File: src/include/core_cfg.svh
// Core configuration for register file, banking and reorder-buffer sizing
`ifndef CORE_CFG_SVH
`define CORE_CFG_SVH

// Physical register file
`define PR_COUNT 16
`define LOG_PR_COUNT 4

// Bank is taken from the low bits of the register tag
`define PRF_BANK_COUNT 2

// Reorder buffer
`define ROB_ENTRIES 16
`define LOG_ROB_ENTRIES 4

`endif

File: src/core_types_pkg.sv
// Core-wide data word, register tag and reorder-buffer index types
`default_nettype none
`include "core_cfg.svh"

package core_types_pkg;

  // Architectural data word
  typedef logic [31:0] word_t;

  // Physical register tag
  typedef logic [`LOG_PR_COUNT-1:0] pr_t;

  // Reorder-buffer slot index
  typedef logic [`LOG_ROB_ENTRIES-1:0] rob_idx_t;

endpackage

`default_nettype wire

File: src/alu_imm_pkg.sv
// Immediate ALU operation codes and per-stage pipeline payloads
`default_nettype none

package alu_imm_pkg;

  // Low three bits follow funct3, bit 3 marks the arithmetic shift
  typedef enum logic [3:0] {
    ADDI  = 4'd0,
    SLLI  = 4'd1,
    SLTI  = 4'd2,
    SLTIU = 4'd3,
    XORI  = 4'd4,
    SRLI  = 4'd5,
    ORI   = 4'd6,
    ANDI  = 4'd7,
    SRAI  = 4'd13
  } alu_imm_op_e;

  // Held in the issue register
  typedef struct packed {
    alu_imm_op_e             op;
    logic [11:0]             imm12;
    logic                    a_is_zero;
    core_types_pkg::pr_t     dest_pr;
    core_types_pkg::rob_idx_t rob_index;
  } issue_pkt_t;

  // Held in the execute register, op and immediate kept for debug visibility
  typedef struct packed {
    alu_imm_op_e              op;
    logic [11:0]              imm12;
    core_types_pkg::word_t    result;
    core_types_pkg::pr_t      dest_pr;
    core_types_pkg::rob_idx_t rob_index;
  } exec_pkt_t;

  // Final writeback register
  typedef struct packed {
    core_types_pkg::word_t    data;
    core_types_pkg::pr_t      pr;
    core_types_pkg::rob_idx_t rob_index;
  } wb_pkt_t;

endpackage

`default_nettype wire

File: src/alu_pipe_if.sv
// Stage-to-stage link carrying a valid bit, a payload and the global stall
`timescale 1ns/1ps
`default_nettype none

interface alu_pipe_if #(
  parameter type payload_t = logic
) ();

  logic     valid;
  payload_t payload;
  // Global freeze, same value on every link
  logic     stall;

  // Producing stage
  modport src (
    output valid,
    output payload,
    input  stall
  );

  // Consuming stage
  modport dst (
    input valid,
    input payload
  );

endinterface

`default_nettype wire

File: src/prf_banked.sv
// Banked physical register file with one write port and one combinational read port
`timescale 1ns/1ps
`default_nettype none
`include "core_cfg.svh"

module prf_banked (
  input  logic                  CLK,
  input  logic                  nRST,
  input  logic                  wr_en,
  input  core_types_pkg::pr_t   wr_pr,
  input  core_types_pkg::word_t wr_data,
  input  core_types_pkg::pr_t   rd_pr,
  output core_types_pkg::word_t rd_data
);

  localparam int BANK_BITS = $clog2(`PRF_BANK_COUNT);
  localparam int ROW_BITS  = `LOG_PR_COUNT - BANK_BITS;
  localparam int ROWS      = `PR_COUNT / `PRF_BANK_COUNT;

  core_types_pkg::word_t bank_mem [`PRF_BANK_COUNT][ROWS];

  logic [BANK_BITS-1:0] wr_bank;
  logic [BANK_BITS-1:0] rd_bank;
  logic [ROW_BITS-1:0]  wr_row;
  logic [ROW_BITS-1:0]  rd_row;

  // Low tag bits pick the bank, the rest pick the row
  assign wr_bank = wr_pr[BANK_BITS-1:0];
  assign wr_row  = wr_pr[`LOG_PR_COUNT-1:BANK_BITS];
  assign rd_bank = rd_pr[BANK_BITS-1:0];
  assign rd_row  = rd_pr[`LOG_PR_COUNT-1:BANK_BITS];

  always_ff @(posedge CLK or negedge nRST) begin
    if (!nRST) begin
      for (int b = 0; b < `PRF_BANK_COUNT; b++) begin
        for (int r = 0; r < ROWS; r++) begin
          bank_mem[b][r] <= '0;
        end
      end
    end else if (wr_en) begin
      bank_mem[wr_bank][wr_row] <= wr_data;
    end
  end

  // No write-through, a write is visible on the following cycle
  assign rd_data = bank_mem[rd_bank][rd_row];

endmodule

`default_nettype wire

File: src/alu_imm_issue.sv
// Issue stage accepting one instruction per cycle and requesting its source register
`timescale 1ns/1ps
`default_nettype none

module alu_imm_issue (
  input  logic                     CLK,
  input  logic                     nRST,
  input  logic                     issue_valid,
  input  alu_imm_pkg::alu_imm_op_e issue_op,
  input  logic [11:0]              issue_imm12,
  input  core_types_pkg::pr_t      issue_a_pr,
  input  logic                     issue_a_is_zero,
  input  core_types_pkg::pr_t      issue_dest_pr,
  input  core_types_pkg::rob_idx_t issue_rob_index,
  output logic                     issue_ready,
  output core_types_pkg::pr_t      rd_pr,
  alu_pipe_if.src                  out
);

  logic                    stall;
  logic                    accept;
  logic                    valid_q;
  alu_imm_pkg::issue_pkt_t pkt_q;
  core_types_pkg::pr_t     a_pr_q;

  assign stall       = out.stall;
  assign issue_ready = ~stall;
  assign accept      = issue_valid & issue_ready;

  always_ff @(posedge CLK or negedge nRST) begin
    if (!nRST) begin
      valid_q <= 1'b0;
    end else if (!stall) begin
      // Bubble when nothing is accepted
      valid_q <= accept;
    end
  end

  always_ff @(posedge CLK) begin
    if (accept) begin
      pkt_q.op        <= issue_op;
      pkt_q.imm12     <= issue_imm12;
      pkt_q.a_is_zero <= issue_a_is_zero;
      pkt_q.dest_pr   <= issue_dest_pr;
      pkt_q.rob_index <= issue_rob_index;
      a_pr_q          <= issue_a_pr;
    end
  end

  // Register file read is driven from the stored tag
  assign rd_pr       = a_pr_q;
  assign out.valid   = valid_q;
  assign out.payload = pkt_q;

  // Frozen stage keeps its instruction and source tag
  a_issue_hold: assert property (@(posedge CLK) disable iff (!nRST)
    stall |=> $stable(pkt_q) && $stable(a_pr_q) && $stable(valid_q))
    else $error("issue stage changed during stall");

endmodule

`default_nettype wire

File: src/alu_imm_execute.sv
// Execute stage selecting operand A, extending the immediate and running the ALU
`timescale 1ns/1ps
`default_nettype none

module alu_imm_execute (
  input  logic                  CLK,
  input  logic                  nRST,
  input  core_types_pkg::word_t rd_data,
  alu_pipe_if.dst               in,
  alu_pipe_if.src               out
);

  alu_imm_pkg::issue_pkt_t ipkt;
  alu_imm_pkg::exec_pkt_t  pkt_q;
  core_types_pkg::word_t   op_a;
  core_types_pkg::word_t   imm_ext;
  core_types_pkg::word_t   result;
  logic [4:0]              shamt;
  logic                    stall;
  logic                    valid_q;

  assign ipkt  = in.payload;
  assign stall = out.stall;

  assign op_a    = ipkt.a_is_zero ? '0 : rd_data;
  assign imm_ext = {{20{ipkt.imm12[11]}}, ipkt.imm12};
  // Shifts take only the low five immediate bits
  assign shamt   = ipkt.imm12[4:0];

  always_comb begin
    case (ipkt.op)
      alu_imm_pkg::ADDI:  result = op_a + imm_ext;
      alu_imm_pkg::SLTI:  result = {31'b0, $signed(op_a) < $signed(imm_ext)};
      alu_imm_pkg::SLTIU: result = {31'b0, op_a < imm_ext};
      alu_imm_pkg::XORI:  result = op_a ^ imm_ext;
      alu_imm_pkg::ORI:   result = op_a | imm_ext;
      alu_imm_pkg::ANDI:  result = op_a & imm_ext;
      alu_imm_pkg::SLLI:  result = op_a << shamt;
      alu_imm_pkg::SRLI:  result = op_a >> shamt;
      alu_imm_pkg::SRAI:  result = $signed(op_a) >>> shamt;
      default:            result = '0;
    endcase
  end

  always_ff @(posedge CLK or negedge nRST) begin
    if (!nRST) begin
      valid_q <= 1'b0;
    end else if (!stall) begin
      valid_q <= in.valid;
    end
  end

  always_ff @(posedge CLK) begin
    if (!stall && in.valid) begin
      pkt_q.op        <= ipkt.op;
      pkt_q.imm12     <= ipkt.imm12;
      pkt_q.result    <= result;
      pkt_q.dest_pr   <= ipkt.dest_pr;
      pkt_q.rob_index <= ipkt.rob_index;
    end
  end

  assign out.valid   = valid_q;
  assign out.payload = pkt_q;

  // Issue side must only hand over defined immediate operations
  a_legal_op: assert property (@(posedge CLK) disable iff (!nRST)
    in.valid |-> ipkt.op inside {alu_imm_pkg::ADDI, alu_imm_pkg::SLTI, alu_imm_pkg::SLTIU,
                                 alu_imm_pkg::XORI, alu_imm_pkg::ORI, alu_imm_pkg::ANDI,
                                 alu_imm_pkg::SLLI, alu_imm_pkg::SRLI, alu_imm_pkg::SRAI})
    else $error("illegal ALU op code %0h", ipkt.op);

endmodule

`default_nettype wire

File: src/alu_imm_writeback.sv
// Writeback stage holding the result until taken and generating the pipeline stall
`timescale 1ns/1ps
`default_nettype none

module alu_imm_writeback (
  input  logic                     CLK,
  input  logic                     nRST,
  alu_pipe_if.dst                  in,
  input  logic                     wb_ready,
  output logic                     wb_valid,
  output core_types_pkg::word_t    wb_data,
  output core_types_pkg::pr_t      wb_pr,
  output core_types_pkg::rob_idx_t wb_rob_index,
  output logic                     stall
);

  alu_imm_pkg::exec_pkt_t epkt;
  alu_imm_pkg::wb_pkt_t   pkt_q;
  logic                   valid_q;

  assign epkt = in.payload;

  // Held result not taken, so the whole pipe freezes
  assign stall = valid_q & ~wb_ready;

  always_ff @(posedge CLK or negedge nRST) begin
    if (!nRST) begin
      valid_q <= 1'b0;
    end else if (!stall) begin
      valid_q <= in.valid;
    end
  end

  always_ff @(posedge CLK) begin
    if (!stall && in.valid) begin
      pkt_q.data      <= epkt.result;
      pkt_q.pr        <= epkt.dest_pr;
      pkt_q.rob_index <= epkt.rob_index;
    end
  end

  assign wb_valid     = valid_q;
  assign wb_data      = pkt_q.data;
  assign wb_pr        = pkt_q.pr;
  assign wb_rob_index = pkt_q.rob_index;

  a_wb_valid_hold: assert property (@(posedge CLK) disable iff (!nRST)
    stall |=> wb_valid)
    else $error("wb_valid dropped before the result was taken");

  a_wb_data_hold: assert property (@(posedge CLK) disable iff (!nRST)
    stall |=> $stable(wb_data))
    else $error("wb_data changed during stall");

endmodule

`default_nettype wire

File: src/alu_imm_pipeline_sva.sv
// Pipeline checker for writeback stability under stall and three-cycle tag pass-through
`timescale 1ns/1ps
`default_nettype none

module alu_imm_pipeline_sva (
  input logic                     CLK,
  input logic                     nRST,
  input logic                     issue_valid,
  input logic                     issue_ready,
  input core_types_pkg::pr_t      issue_dest_pr,
  input core_types_pkg::rob_idx_t issue_rob_index,
  input logic                     wb_valid,
  input logic                     wb_ready,
  input core_types_pkg::word_t    wb_data,
  input core_types_pkg::pr_t      wb_pr,
  input core_types_pkg::rob_idx_t wb_rob_index
);

  // History of accepted issues, index 2 is three cycles old
  logic                     hist_v   [3];
  core_types_pkg::pr_t      hist_pr  [3];
  core_types_pkg::rob_idx_t hist_rob [3];
  // Stall-free flags of the two most recent cycles
  logic [1:0]               free_q;

  always_ff @(posedge CLK or negedge nRST) begin
    if (!nRST) begin
      hist_v <= '{default: 1'b0};
      free_q <= '0;
    end else begin
      hist_v[0] <= issue_valid & issue_ready;
      hist_v[1] <= hist_v[0];
      hist_v[2] <= hist_v[1];
      free_q    <= {free_q[0], issue_ready};
    end
  end

  always_ff @(posedge CLK) begin
    hist_pr[0]  <= issue_dest_pr;
    hist_rob[0] <= issue_rob_index;
    for (int i = 1; i < 3; i++) begin
      hist_pr[i]  <= hist_pr[i-1];
      hist_rob[i] <= hist_rob[i-1];
    end
  end

  a_wb_stall_hold: assert property (@(posedge CLK) disable iff (!nRST)
    (wb_valid && !wb_ready) |=> wb_valid && $stable(wb_data))
    else $error("writeback result not held under back-pressure");

  a_wb_tag_hold: assert property (@(posedge CLK) disable iff (!nRST)
    (wb_valid && !wb_ready) |=> $stable(wb_pr) && $stable(wb_rob_index))
    else $error("writeback tags not held under back-pressure");

  a_pass_pr: assert property (@(posedge CLK) disable iff (!nRST)
    (hist_v[2] && &free_q) |-> wb_valid && wb_pr == hist_pr[2])
    else $error("wb_pr %0d, issued %0d three cycles earlier", wb_pr, hist_pr[2]);

  a_pass_rob: assert property (@(posedge CLK) disable iff (!nRST)
    (hist_v[2] && &free_q) |-> wb_valid && wb_rob_index == hist_rob[2])
    else $error("wb_rob_index %0d, issued %0d three cycles earlier",
                wb_rob_index, hist_rob[2]);

endmodule

`default_nettype wire

File: src/alu_imm_top.sv
// Immediate ALU pipeline top level joining register file, three stages and checker
`timescale 1ns/1ps
`default_nettype none

module alu_imm_top (
  input  logic                     CLK,
  input  logic                     nRST,
  input  logic                     issue_valid,
  input  alu_imm_pkg::alu_imm_op_e issue_op,
  input  logic [11:0]              issue_imm12,
  input  core_types_pkg::pr_t      issue_a_pr,
  input  logic                     issue_a_is_zero,
  input  core_types_pkg::pr_t      issue_dest_pr,
  input  core_types_pkg::rob_idx_t issue_rob_index,
  output logic                     issue_ready,
  input  logic                     prf_wr_en,
  input  core_types_pkg::pr_t      prf_wr_pr,
  input  core_types_pkg::word_t    prf_wr_data,
  input  logic                     wb_ready,
  output logic                     wb_valid,
  output core_types_pkg::word_t    wb_data,
  output core_types_pkg::pr_t      wb_pr,
  output core_types_pkg::rob_idx_t wb_rob_index
);

  core_types_pkg::pr_t   rd_pr;
  core_types_pkg::word_t rd_data;
  logic                  stall;

  alu_pipe_if #(.payload_t(alu_imm_pkg::issue_pkt_t)) issue_to_exec ();
  alu_pipe_if #(.payload_t(alu_imm_pkg::exec_pkt_t))  exec_to_wb ();

  // One stall fanned to every stage
  assign issue_to_exec.stall = stall;
  assign exec_to_wb.stall    = stall;

  prf_banked u_prf (
    .CLK     (CLK),
    .nRST    (nRST),
    .wr_en   (prf_wr_en),
    .wr_pr   (prf_wr_pr),
    .wr_data (prf_wr_data),
    .rd_pr   (rd_pr),
    .rd_data (rd_data)
  );

  alu_imm_issue u_issue (
    .CLK             (CLK),
    .nRST            (nRST),
    .issue_valid     (issue_valid),
    .issue_op        (issue_op),
    .issue_imm12     (issue_imm12),
    .issue_a_pr      (issue_a_pr),
    .issue_a_is_zero (issue_a_is_zero),
    .issue_dest_pr   (issue_dest_pr),
    .issue_rob_index (issue_rob_index),
    .issue_ready     (issue_ready),
    .rd_pr           (rd_pr),
    .out             (issue_to_exec.src)
  );

  alu_imm_execute u_execute (
    .CLK     (CLK),
    .nRST    (nRST),
    .rd_data (rd_data),
    .in      (issue_to_exec.dst),
    .out     (exec_to_wb.src)
  );

  alu_imm_writeback u_writeback (
    .CLK          (CLK),
    .nRST         (nRST),
    .in           (exec_to_wb.dst),
    .wb_ready     (wb_ready),
    .wb_valid     (wb_valid),
    .wb_data      (wb_data),
    .wb_pr        (wb_pr),
    .wb_rob_index (wb_rob_index),
    .stall        (stall)
  );

  alu_imm_pipeline_sva u_sva (
    .CLK             (CLK),
    .nRST            (nRST),
    .issue_valid     (issue_valid),
    .issue_ready     (issue_ready),
    .issue_dest_pr   (issue_dest_pr),
    .issue_rob_index (issue_rob_index),
    .wb_valid        (wb_valid),
    .wb_ready        (wb_ready),
    .wb_data         (wb_data),
    .wb_pr           (wb_pr),
    .wb_rob_index    (wb_rob_index)
  );

endmodule

`default_nettype wire

File: config.mk
export PLATFORM = sky130hd
export DESIGN_NAME = alu_imm_top
export DESIGN_NICKNAME = d
export VERILOG_FILES = /design/src/core_types_pkg.sv /design/src/alu_imm_pkg.sv /design/src/alu_pipe_if.sv /design/src/prf_banked.sv /design/src/alu_imm_issue.sv /design/src/alu_imm_execute.sv /design/src/alu_imm_writeback.sv /design/src/alu_imm_pipeline_sva.sv /design/src/alu_imm_top.sv
export VERILOG_INCLUDE_DIRS = /design/src /design/src/include
export SDC_FILE = /design/constraint.sdc
export NUM_CORES = 1
export LEC_CHECK = 0
export BUFFER_PORTS_ARGS = -buffer_cell sky130_fd_sc_hd__buf_2
export CAP_MARGIN = 20
export CORE_MARGIN = 2
export CORE_UTILIZATION = 45
export DETAILED_ROUTE_END_ITERATION = 8
export GPL_TIMING_DRIVEN = 0
export PLACE_DENSITY_LB_ADDON = 0.2
export SLEW_MARGIN = 20
export SYNTH_ARGS = -nofsm -noshare
export SYNTH_HDL_FRONTEND = slang
export SYNTH_SLANG_ARGS = --single-unit
File: constraint.sdc
create_clock -name CLK -period 4.6 [get_ports CLK]
set_input_delay 0.69 -clock CLK [delete_from_list [all_inputs] [get_ports CLK]]
set_output_delay 0.69 -clock CLK [all_outputs]
set_load 0.01 [all_outputs]
=== Word level (Yosys, flattened, before mapping) ===
Cells that the tools add are included.

* Reductions and logical operators: 6
* $lt $le $gt $ge: 8
* Multiplexer cells: 13
* $add $sub $neg: 1
* Eq/ne operators: 8
* Div/mod/pow operators: 0
* Bitwise operators: 11
* $mul: 0
* Shift-type cells: 3

{| class="wikitable"
|+ Operators by type and width
! operator !! count
|-
| 2-to-1 mux 256 bit || 4
|-
| bitwise mux 512 bit || 1
|-
| case mux 32 bit (9 select lines) || 1
|-
| demux 256 bit (select 1 bit) || 1
|-
| 2-to-1 mux 32 bit || 4
|-
| binary-select mux 32 bit (select 3 bit) || 1
|-
| demux 32 bit (select 3 bit) || 1
|-
| adder 32 bit || 1
|-
| bitwise AND 32 bit || 1
|-
| < comparator 32 x 12 -> 1 bit || 1
|-
| < comparator 32 bit || 1
|-
| OR 32 bit || 1
|-
| left shift 32 x 5 -> 32 bit || 1
|-
| >> shifter 32 x 5 -> 32 bit || 1
|-
| >>> shifter 32 x 5 -> 32 bit || 1
|-
| bitwise XOR 32 bit || 1
|-
| == test 4 x 3 -> 1 bit, second input constant || 4
|-
| == test 4 x 2 -> 1 bit, second input constant || 2
|-
| greater-or-equal comparator 4 bit, second input constant || 2
|-
| inverter 3 -> 4 bit || 2
|-
| == test 4 x 1 -> 1 bit, second input constant || 1
|-
| == test 4 bit, second input constant || 1
|-
| greater-or-equal comparator 2 bit, second input constant || 2
|-
| logical AND 1 bit || 4
|-
| other kinds (7) || 10
|}

* Output and inout bits: 42
* Logic and storage cells: 81
* ROM bits: 0
* RAM bits: 0
* Memories: 0
* Input bits: 70
* Latch bits: 0
* Register bits after elaboration: 624

=== Depth between registers and ports, before layout ===
* Word-level depth: 10
* Gate-level depth with buffers: 20
* Depth with buffers taken out: 16

=== Modules after synthesis ===
A second synthesis with hierarchy kept.

* Cell total of the unflattened synthesis: 2,760
* Area total of the unflattened synthesis: 34,784.6 µm²

{| class="wikitable"
|+ Modules (own cells, without submodules)
! module !! sequential area each (µm²) !! times used !! area each (µm²) !! cells an instance
|-
| prf_banked || 12,812.3 || 1 || 22,774.3 || 1,405
|-
| alu_imm_execute || 1,706.6 || 1 || 9,828.2 || 1,277
|-
| alu_imm_writeback || 1,226.2 || 1 || 1,258.7 || 45
|-
| alu_imm_issue || 895.9 || 1 || 923.4 || 33
|}

=== Least setup slack after synthesis ===
No wires, ideal clock.

* Path kind: reg-to-reg
* Start: register u_issue.a_pr_q[2], in the netlist u_issue.rd_pr[2]
* End: register u_execute.pkt_q (netlist bit u_execute.out.payload[39]) (data pin)
* Data arrival time: 4,126 ps
* Stages on the path, launching flop included: 19
* Slack: 209 ps
* Data required time: 4,335 ps
* Path buffers: 5
* Library setup time: 265 ps
* Period minus slack after synthesis: 4,391 ps
* Cell sequence: edfxtp_1 buf_6 buf_4 buf_2 buf_4 mux4_2 a22oi_1 o31ai_2 ha_1 clkbuf_1 or3_1 or4_1 a31oi_1 a311oi_1 a21oi_1 nor3_1 o21bai_1 mux2i_1 or3_1

* Longest elaborated chain between the ends: 7
* Elaborated cells between the ends (all ways): 13
* Classes of those cells: add/sub: 1; shift: 3; mux: 5; bitwise: 4

{| class="wikitable"
|+ RTL lines
! what !! line !! text
|-
| from (decl) || alu_imm_issue.sv:24 || <nowiki>core_types_pkg::pr_t a_pr_q;</nowiki>
|-
| from (signal assigned) || alu_imm_issue.sv:46 || <nowiki>a_pr_q <= issue_a_pr;</nowiki>
|-
| inverter 3 -> 4 bit (implied by the code) * || prf_banked.sv:46 || <nowiki>assign rd_data = bank_mem[rd_bank][rd_row];</nowiki>
|-
| binary-select mux 32 bit (select 3 bit) * || prf_banked.sv:46 ||
|-
| 2-to-1 mux 32 bit (implied by the code) * (2 in series) || prf_banked.sv:46 ||
|-
| 2-to-1 mux 32 bit * || alu_imm_execute.sv:25 || <nowiki>assign op_a = ipkt.a_is_zero ? '0 : rd_data;</nowiki>
|-
| adder 32 bit, or another cell as far along || alu_imm_execute.sv:32 || <nowiki>alu_imm_pkg::ADDI: result = op_a + imm_ext;</nowiki>
|-
| case mux 32 bit (9 select lines) * || alu_imm_execute.sv:31 || <nowiki>case (ipkt.op)</nowiki>
|-
| to (decl) || alu_imm_execute.sv:14 || <nowiki>alu_imm_pkg::exec_pkt_t pkt_q;</nowiki>
|}

Mark *: on every way between the ends. The rest lies on a longest branch, timed or not. The select of a mux whose other input is x is not followed.
A chain may end at the register's enable or synchronous reset.

=== Worst setup path after layout ===
* Start: register u_issue.a_pr_q[0], in the netlist u_issue.rd_pr[0]
* End: register u_execute.pkt_q (netlist bit u_execute.out.payload[25]) (data pin)

* Longest elaborated chain between the ends: 10
* Elaborated cells between the ends (all ways): 16
* Classes of those cells: add/sub: 1; shift: 3; mux: 8; bitwise: 4

{| class="wikitable"
|+ RTL lines
! what !! line
|-
| inverter 1 -> 2 bit (implied by the code) * || prf_banked.sv:46
|-
| 2-to-1 mux 256 bit (implied by the code) * (3 in series) || prf_banked.sv:46
|-
| binary-select mux 32 bit (select 3 bit) * || prf_banked.sv:46
|-
| 2-to-1 mux 32 bit (implied by the code) * (2 in series) || prf_banked.sv:46
|-
| 2-to-1 mux 32 bit * || alu_imm_execute.sv:25
|-
| adder 32 bit, or another cell as far along || alu_imm_execute.sv:32
|-
| case mux 32 bit (9 select lines) * || alu_imm_execute.sv:31
|}

Marks and branches as above.

==> run metrics <==
status complete, but fails checks; failing checks negative setup slack; Nets 3,432; Power Dens Cells 451 mW/mm²; Clock transition at path regs 0.06 ns; # rows between 100 and 150; R2R cell count 17; Yosys top cell by area dfrtp_1; CTS tree done; kind of critical path reg -> reg; clk_lat worst skew around 0.66 ns; Antenna Nets Post-Route 0; Lkg Pwr 0.0174 µW; core footprint 0.0786 mm²; Clock Path Buffers 3; Worst setup EP type flip-flop; Tot GR Track Use 0.370; largest net degree at the start of global routing 109; endpoints failing hold 0; hold depth 1; Final setup viols 17; I/O Buffers around 110; Syn Nets 3,151; Residual DRC 0; sequential area share after synthesis 0.454; final worst-path cycle share 1.05; Max Clk Rate 207 MHz; initial antenna violation count 10; total die area 0.0814 mm²; global-route wire length before repair 216 mm; Syn Inst Count 2,983; dpl cells a little over 4,000; Max FO, Critical Path 7; layout cell share with drive strength beyond 1 0.375; Hold WC Path Type in -> reg; synth warn 0; Worst Setup Start Kind flip-flop; io pins 112; clock sinks approximately 620; Via Count 28,400; setup ws final -0.224 ns; # H-tree levels 3; Worst-Margin Slew 1.28 ns; WP data required 4.92 ns; final global-route overflow total 0; die height 285 µm; DRT Wirelength 152 mm; via/cell ratio roughly 6.5; Initial Utilization 0.453; Syn Std Cell Area 0.0356 mm²; RSZ-0062 raised after global routing yes; wire length per cell 34.9 µm; Die Span X 285 µm; predominant post-synthesis flop cell dfrtp_1; worst slack, placed -2.49 ns; fillcell total a little under 7,000; DP HPWL 113 mm; synthesized area per cell ~12 µm²; root buffer cell clkbuf_16; vias in the first global route 29,200; final RePlAce weighted congestion 1.03; dominant cells by area after synthesis dfrtp_1, mux2_2, edfxtp_1; maximum VDD drop 0.000357 V; Yosys top cell area share 0.362; EDFF count, synth 109; smallest hold slack 0.209 ns; maxcap violations 0; count of cell types in the netlist 98; Setup Skew 0.0554 ns; DR pass1 iterations 6; Tmin final 4.82 ns; Finished Layout Cells 4,373; relative slew slack 0.143; Area Overhead vs Synth 19.1%; Yosys reg bits 624; Max Slew Vio Count 0; initial DRC count between 2,000 and 3,000; Inserted Clock Buffers 70; critical path arrival around 5.1 ns; Post-synth ARST share 0.825
## cells by family (layout without fill, tap and decap cells)
family,after synthesis,count (layout),synth area share
DFF,624,624,0.454
other,0,4,0
xor gates and xnor gates,21,21,0.00516
and+or+nand+nor,581,581,0.0758
AOI/OAI and AO/OA,572,572,0.116
buffers and inverters,310,646,0.0388
adders and majority gates,98,98,0.0346
muxes,777,777,0.276
## state kept, by name (all words and copies together) (netlist names)
register / flops
u_execute.out.payload: 40
u_execute.out.valid: 1
u_issue.out.payload: 25
u_issue.out.valid: 1
u_issue.rd_pr: 4
u_prf.bank_mem: 512
u_writeback.wb_data: 32
u_writeback.wb_pr: 4
u_writeback.wb_rob_index: 4
u_writeback.wb_valid: 1
## layout make-up
class / count / area, µm² / area share
Inverter: 76 / 302 / 0.00711
Multi-Input combinational cell: 2049 / 19300 / 0.454
Tap cell: 1050 / 1310 / 0.0310
Timing Repair Buffer: 222 / 1690 / 0.0399
Clock buffer: 109 / 2020 / 0.0476
Antenna cell: 4 / 10.0 / 0.000236
Clock inverter: 18 / 251 / 0.00593
Buffer: 221 / 1420 / 0.0336
Sequential cell: 624 / 16200 / 0.381
## worst paths after layout
path | slack (ns) | start | endpoint
max | -0.22 | u_issue.rd_pr[0] | u_execute.out.payload[25]
min | 0.21 | issue_dest_pr[0] | u_issue.out.payload[4]
max reg2reg | -0.22 | u_issue.rd_pr[0] | u_execute.out.payload[25]
min reg2reg | 0.41 | u_execute.out.payload[9] | u_writeback.wb_data[1]
max in group asynchronous | 2.61 | nRST | u_prf.bank_mem[414]
min in group asynchronous | 0.58 | nRST | u_prf.bank_mem[273]
## report_power, final
group	switching, µW	internal (µW)	total (µW)
clock	2380	3130	5510
combinational	3460	2650	6110
sequential	601	6920	7520
## Yosys cell counts, types with 10 or more instances
library cell and instances:
a211oi_1 24, a21o_1 15, a21oi_1 92, a221oi_1 25, a22o_1 11, a22oi_1 56, a2bb2oi_1 10, a31oi_1 28
and2_1 14, buf_1 36, buf_2 35, buf_6 12, clkbuf_1 140, dfrtp_1 515, edfxtp_1 109, ha_1 97
inv_1 68, mux2_2 545, mux2i_1 125, mux4_2 94, nand2_1 158, nand2b_1 19, nand3_1 60, nand4_1 12
nor2_1 193, nor2b_1 22, nor3_1 32, nor4_1 12, o211ai_1 27, o21ai_0 68, o21ai_1 13, o21bai_1 11
o221ai_1 19, o22ai_1 35, or3_1 17, xnor2_1 17
## through the flow
step	util	power [µW]	setup TNS [ns]	area [µm²]
CTS	0.530	18900	-1.14	41600
global route	0.540	19800	-2.76	42400
floorplan	-	10800	0	35600
global placement	0.477	12700	-3554.45	37500
detailed placement	0.481	12900	-41.42	37800
finish	0.540	19100	-1.73	42400
## layout by cell type (no fill, tap or decap), types with 14 or more instances in the layout
| master | instances |
|---|---|
| a22oi_1 | 52 |
| buf_1 | 29 |
| nand2b_1 | 18 |
| a221oi_1 | 15 |
| buf_4 | 98 |
| nor3_1 | 26 |
| buf_2 | 124 |
| ha_4 | 19 |
| mux2i_1 | 120 |
| a211oi_1 | 21 |
| o21ai_0 | 63 |
| inv_1 | 63 |
| clkbuf_16 | 73 |
| nand2_1 | 151 |
| mux4_2 | 95 |
| buf_6 | 20 |
| o211ai_1 | 27 |
| ha_1 | 69 |
| mux2_2 | 540 |
| dfrtp_1 | 515 |
| nand3_1 | 56 |
| clkbuf_2 | 15 |
| a31oi_1 | 25 |
| clkbuf_1 | 134 |
| o21ai_1 | 14 |
| o22ai_1 | 32 |
| nor2b_1 | 21 |
| a21oi_1 | 83 |
| o221ai_1 | 18 |
| edfxtp_1 | 109 |
| buf_12 | 20 |
| a21o_1 | 14 |
| nor2_1 | 182 |
## repair_timing
item	4_1_cts	5_1_grt
endpoints found under the hold margin	15	0
pin swaps	55	45
hold buffers	1	0
gates cloned	0	3
resized for setup	270	71
endpoints found under the setup margin	32	25
buffers inserted	52	40
## critical path, stage by stage (launching register included)
cell and delay [ns]:
edfxtp_1 0.39, buf_6 0.17, clkbuf_16 0.18, clkbuf_16 0.17, buf_12 0.13, mux2i_1 0.11, a22o_1 0.21, o31ai_4 0.50
ha_4 0.31, or3_4 0.34, or4_4 0.53, a31oi_4 0.19, a311oi_4 0.09, a21boi_2 0.21, and2_4 0.17, xnor2_2 0.09
a221oi_4 0.46, o2111ai_2 0.23
## per-layer routing
layer | vias up | GRT usage | share of wire
li1 | 11800 | - | -
met1 | 14800 | 0.458 | 0.39
met2 | 1343 | 0.607 | 0.47
met3 | 468 | 0.0666 | 0.065
met4 | 10 | 0.219 | 0.070
met5 | - | 0 | 0.00042
(Power assumes the default switching activity.)
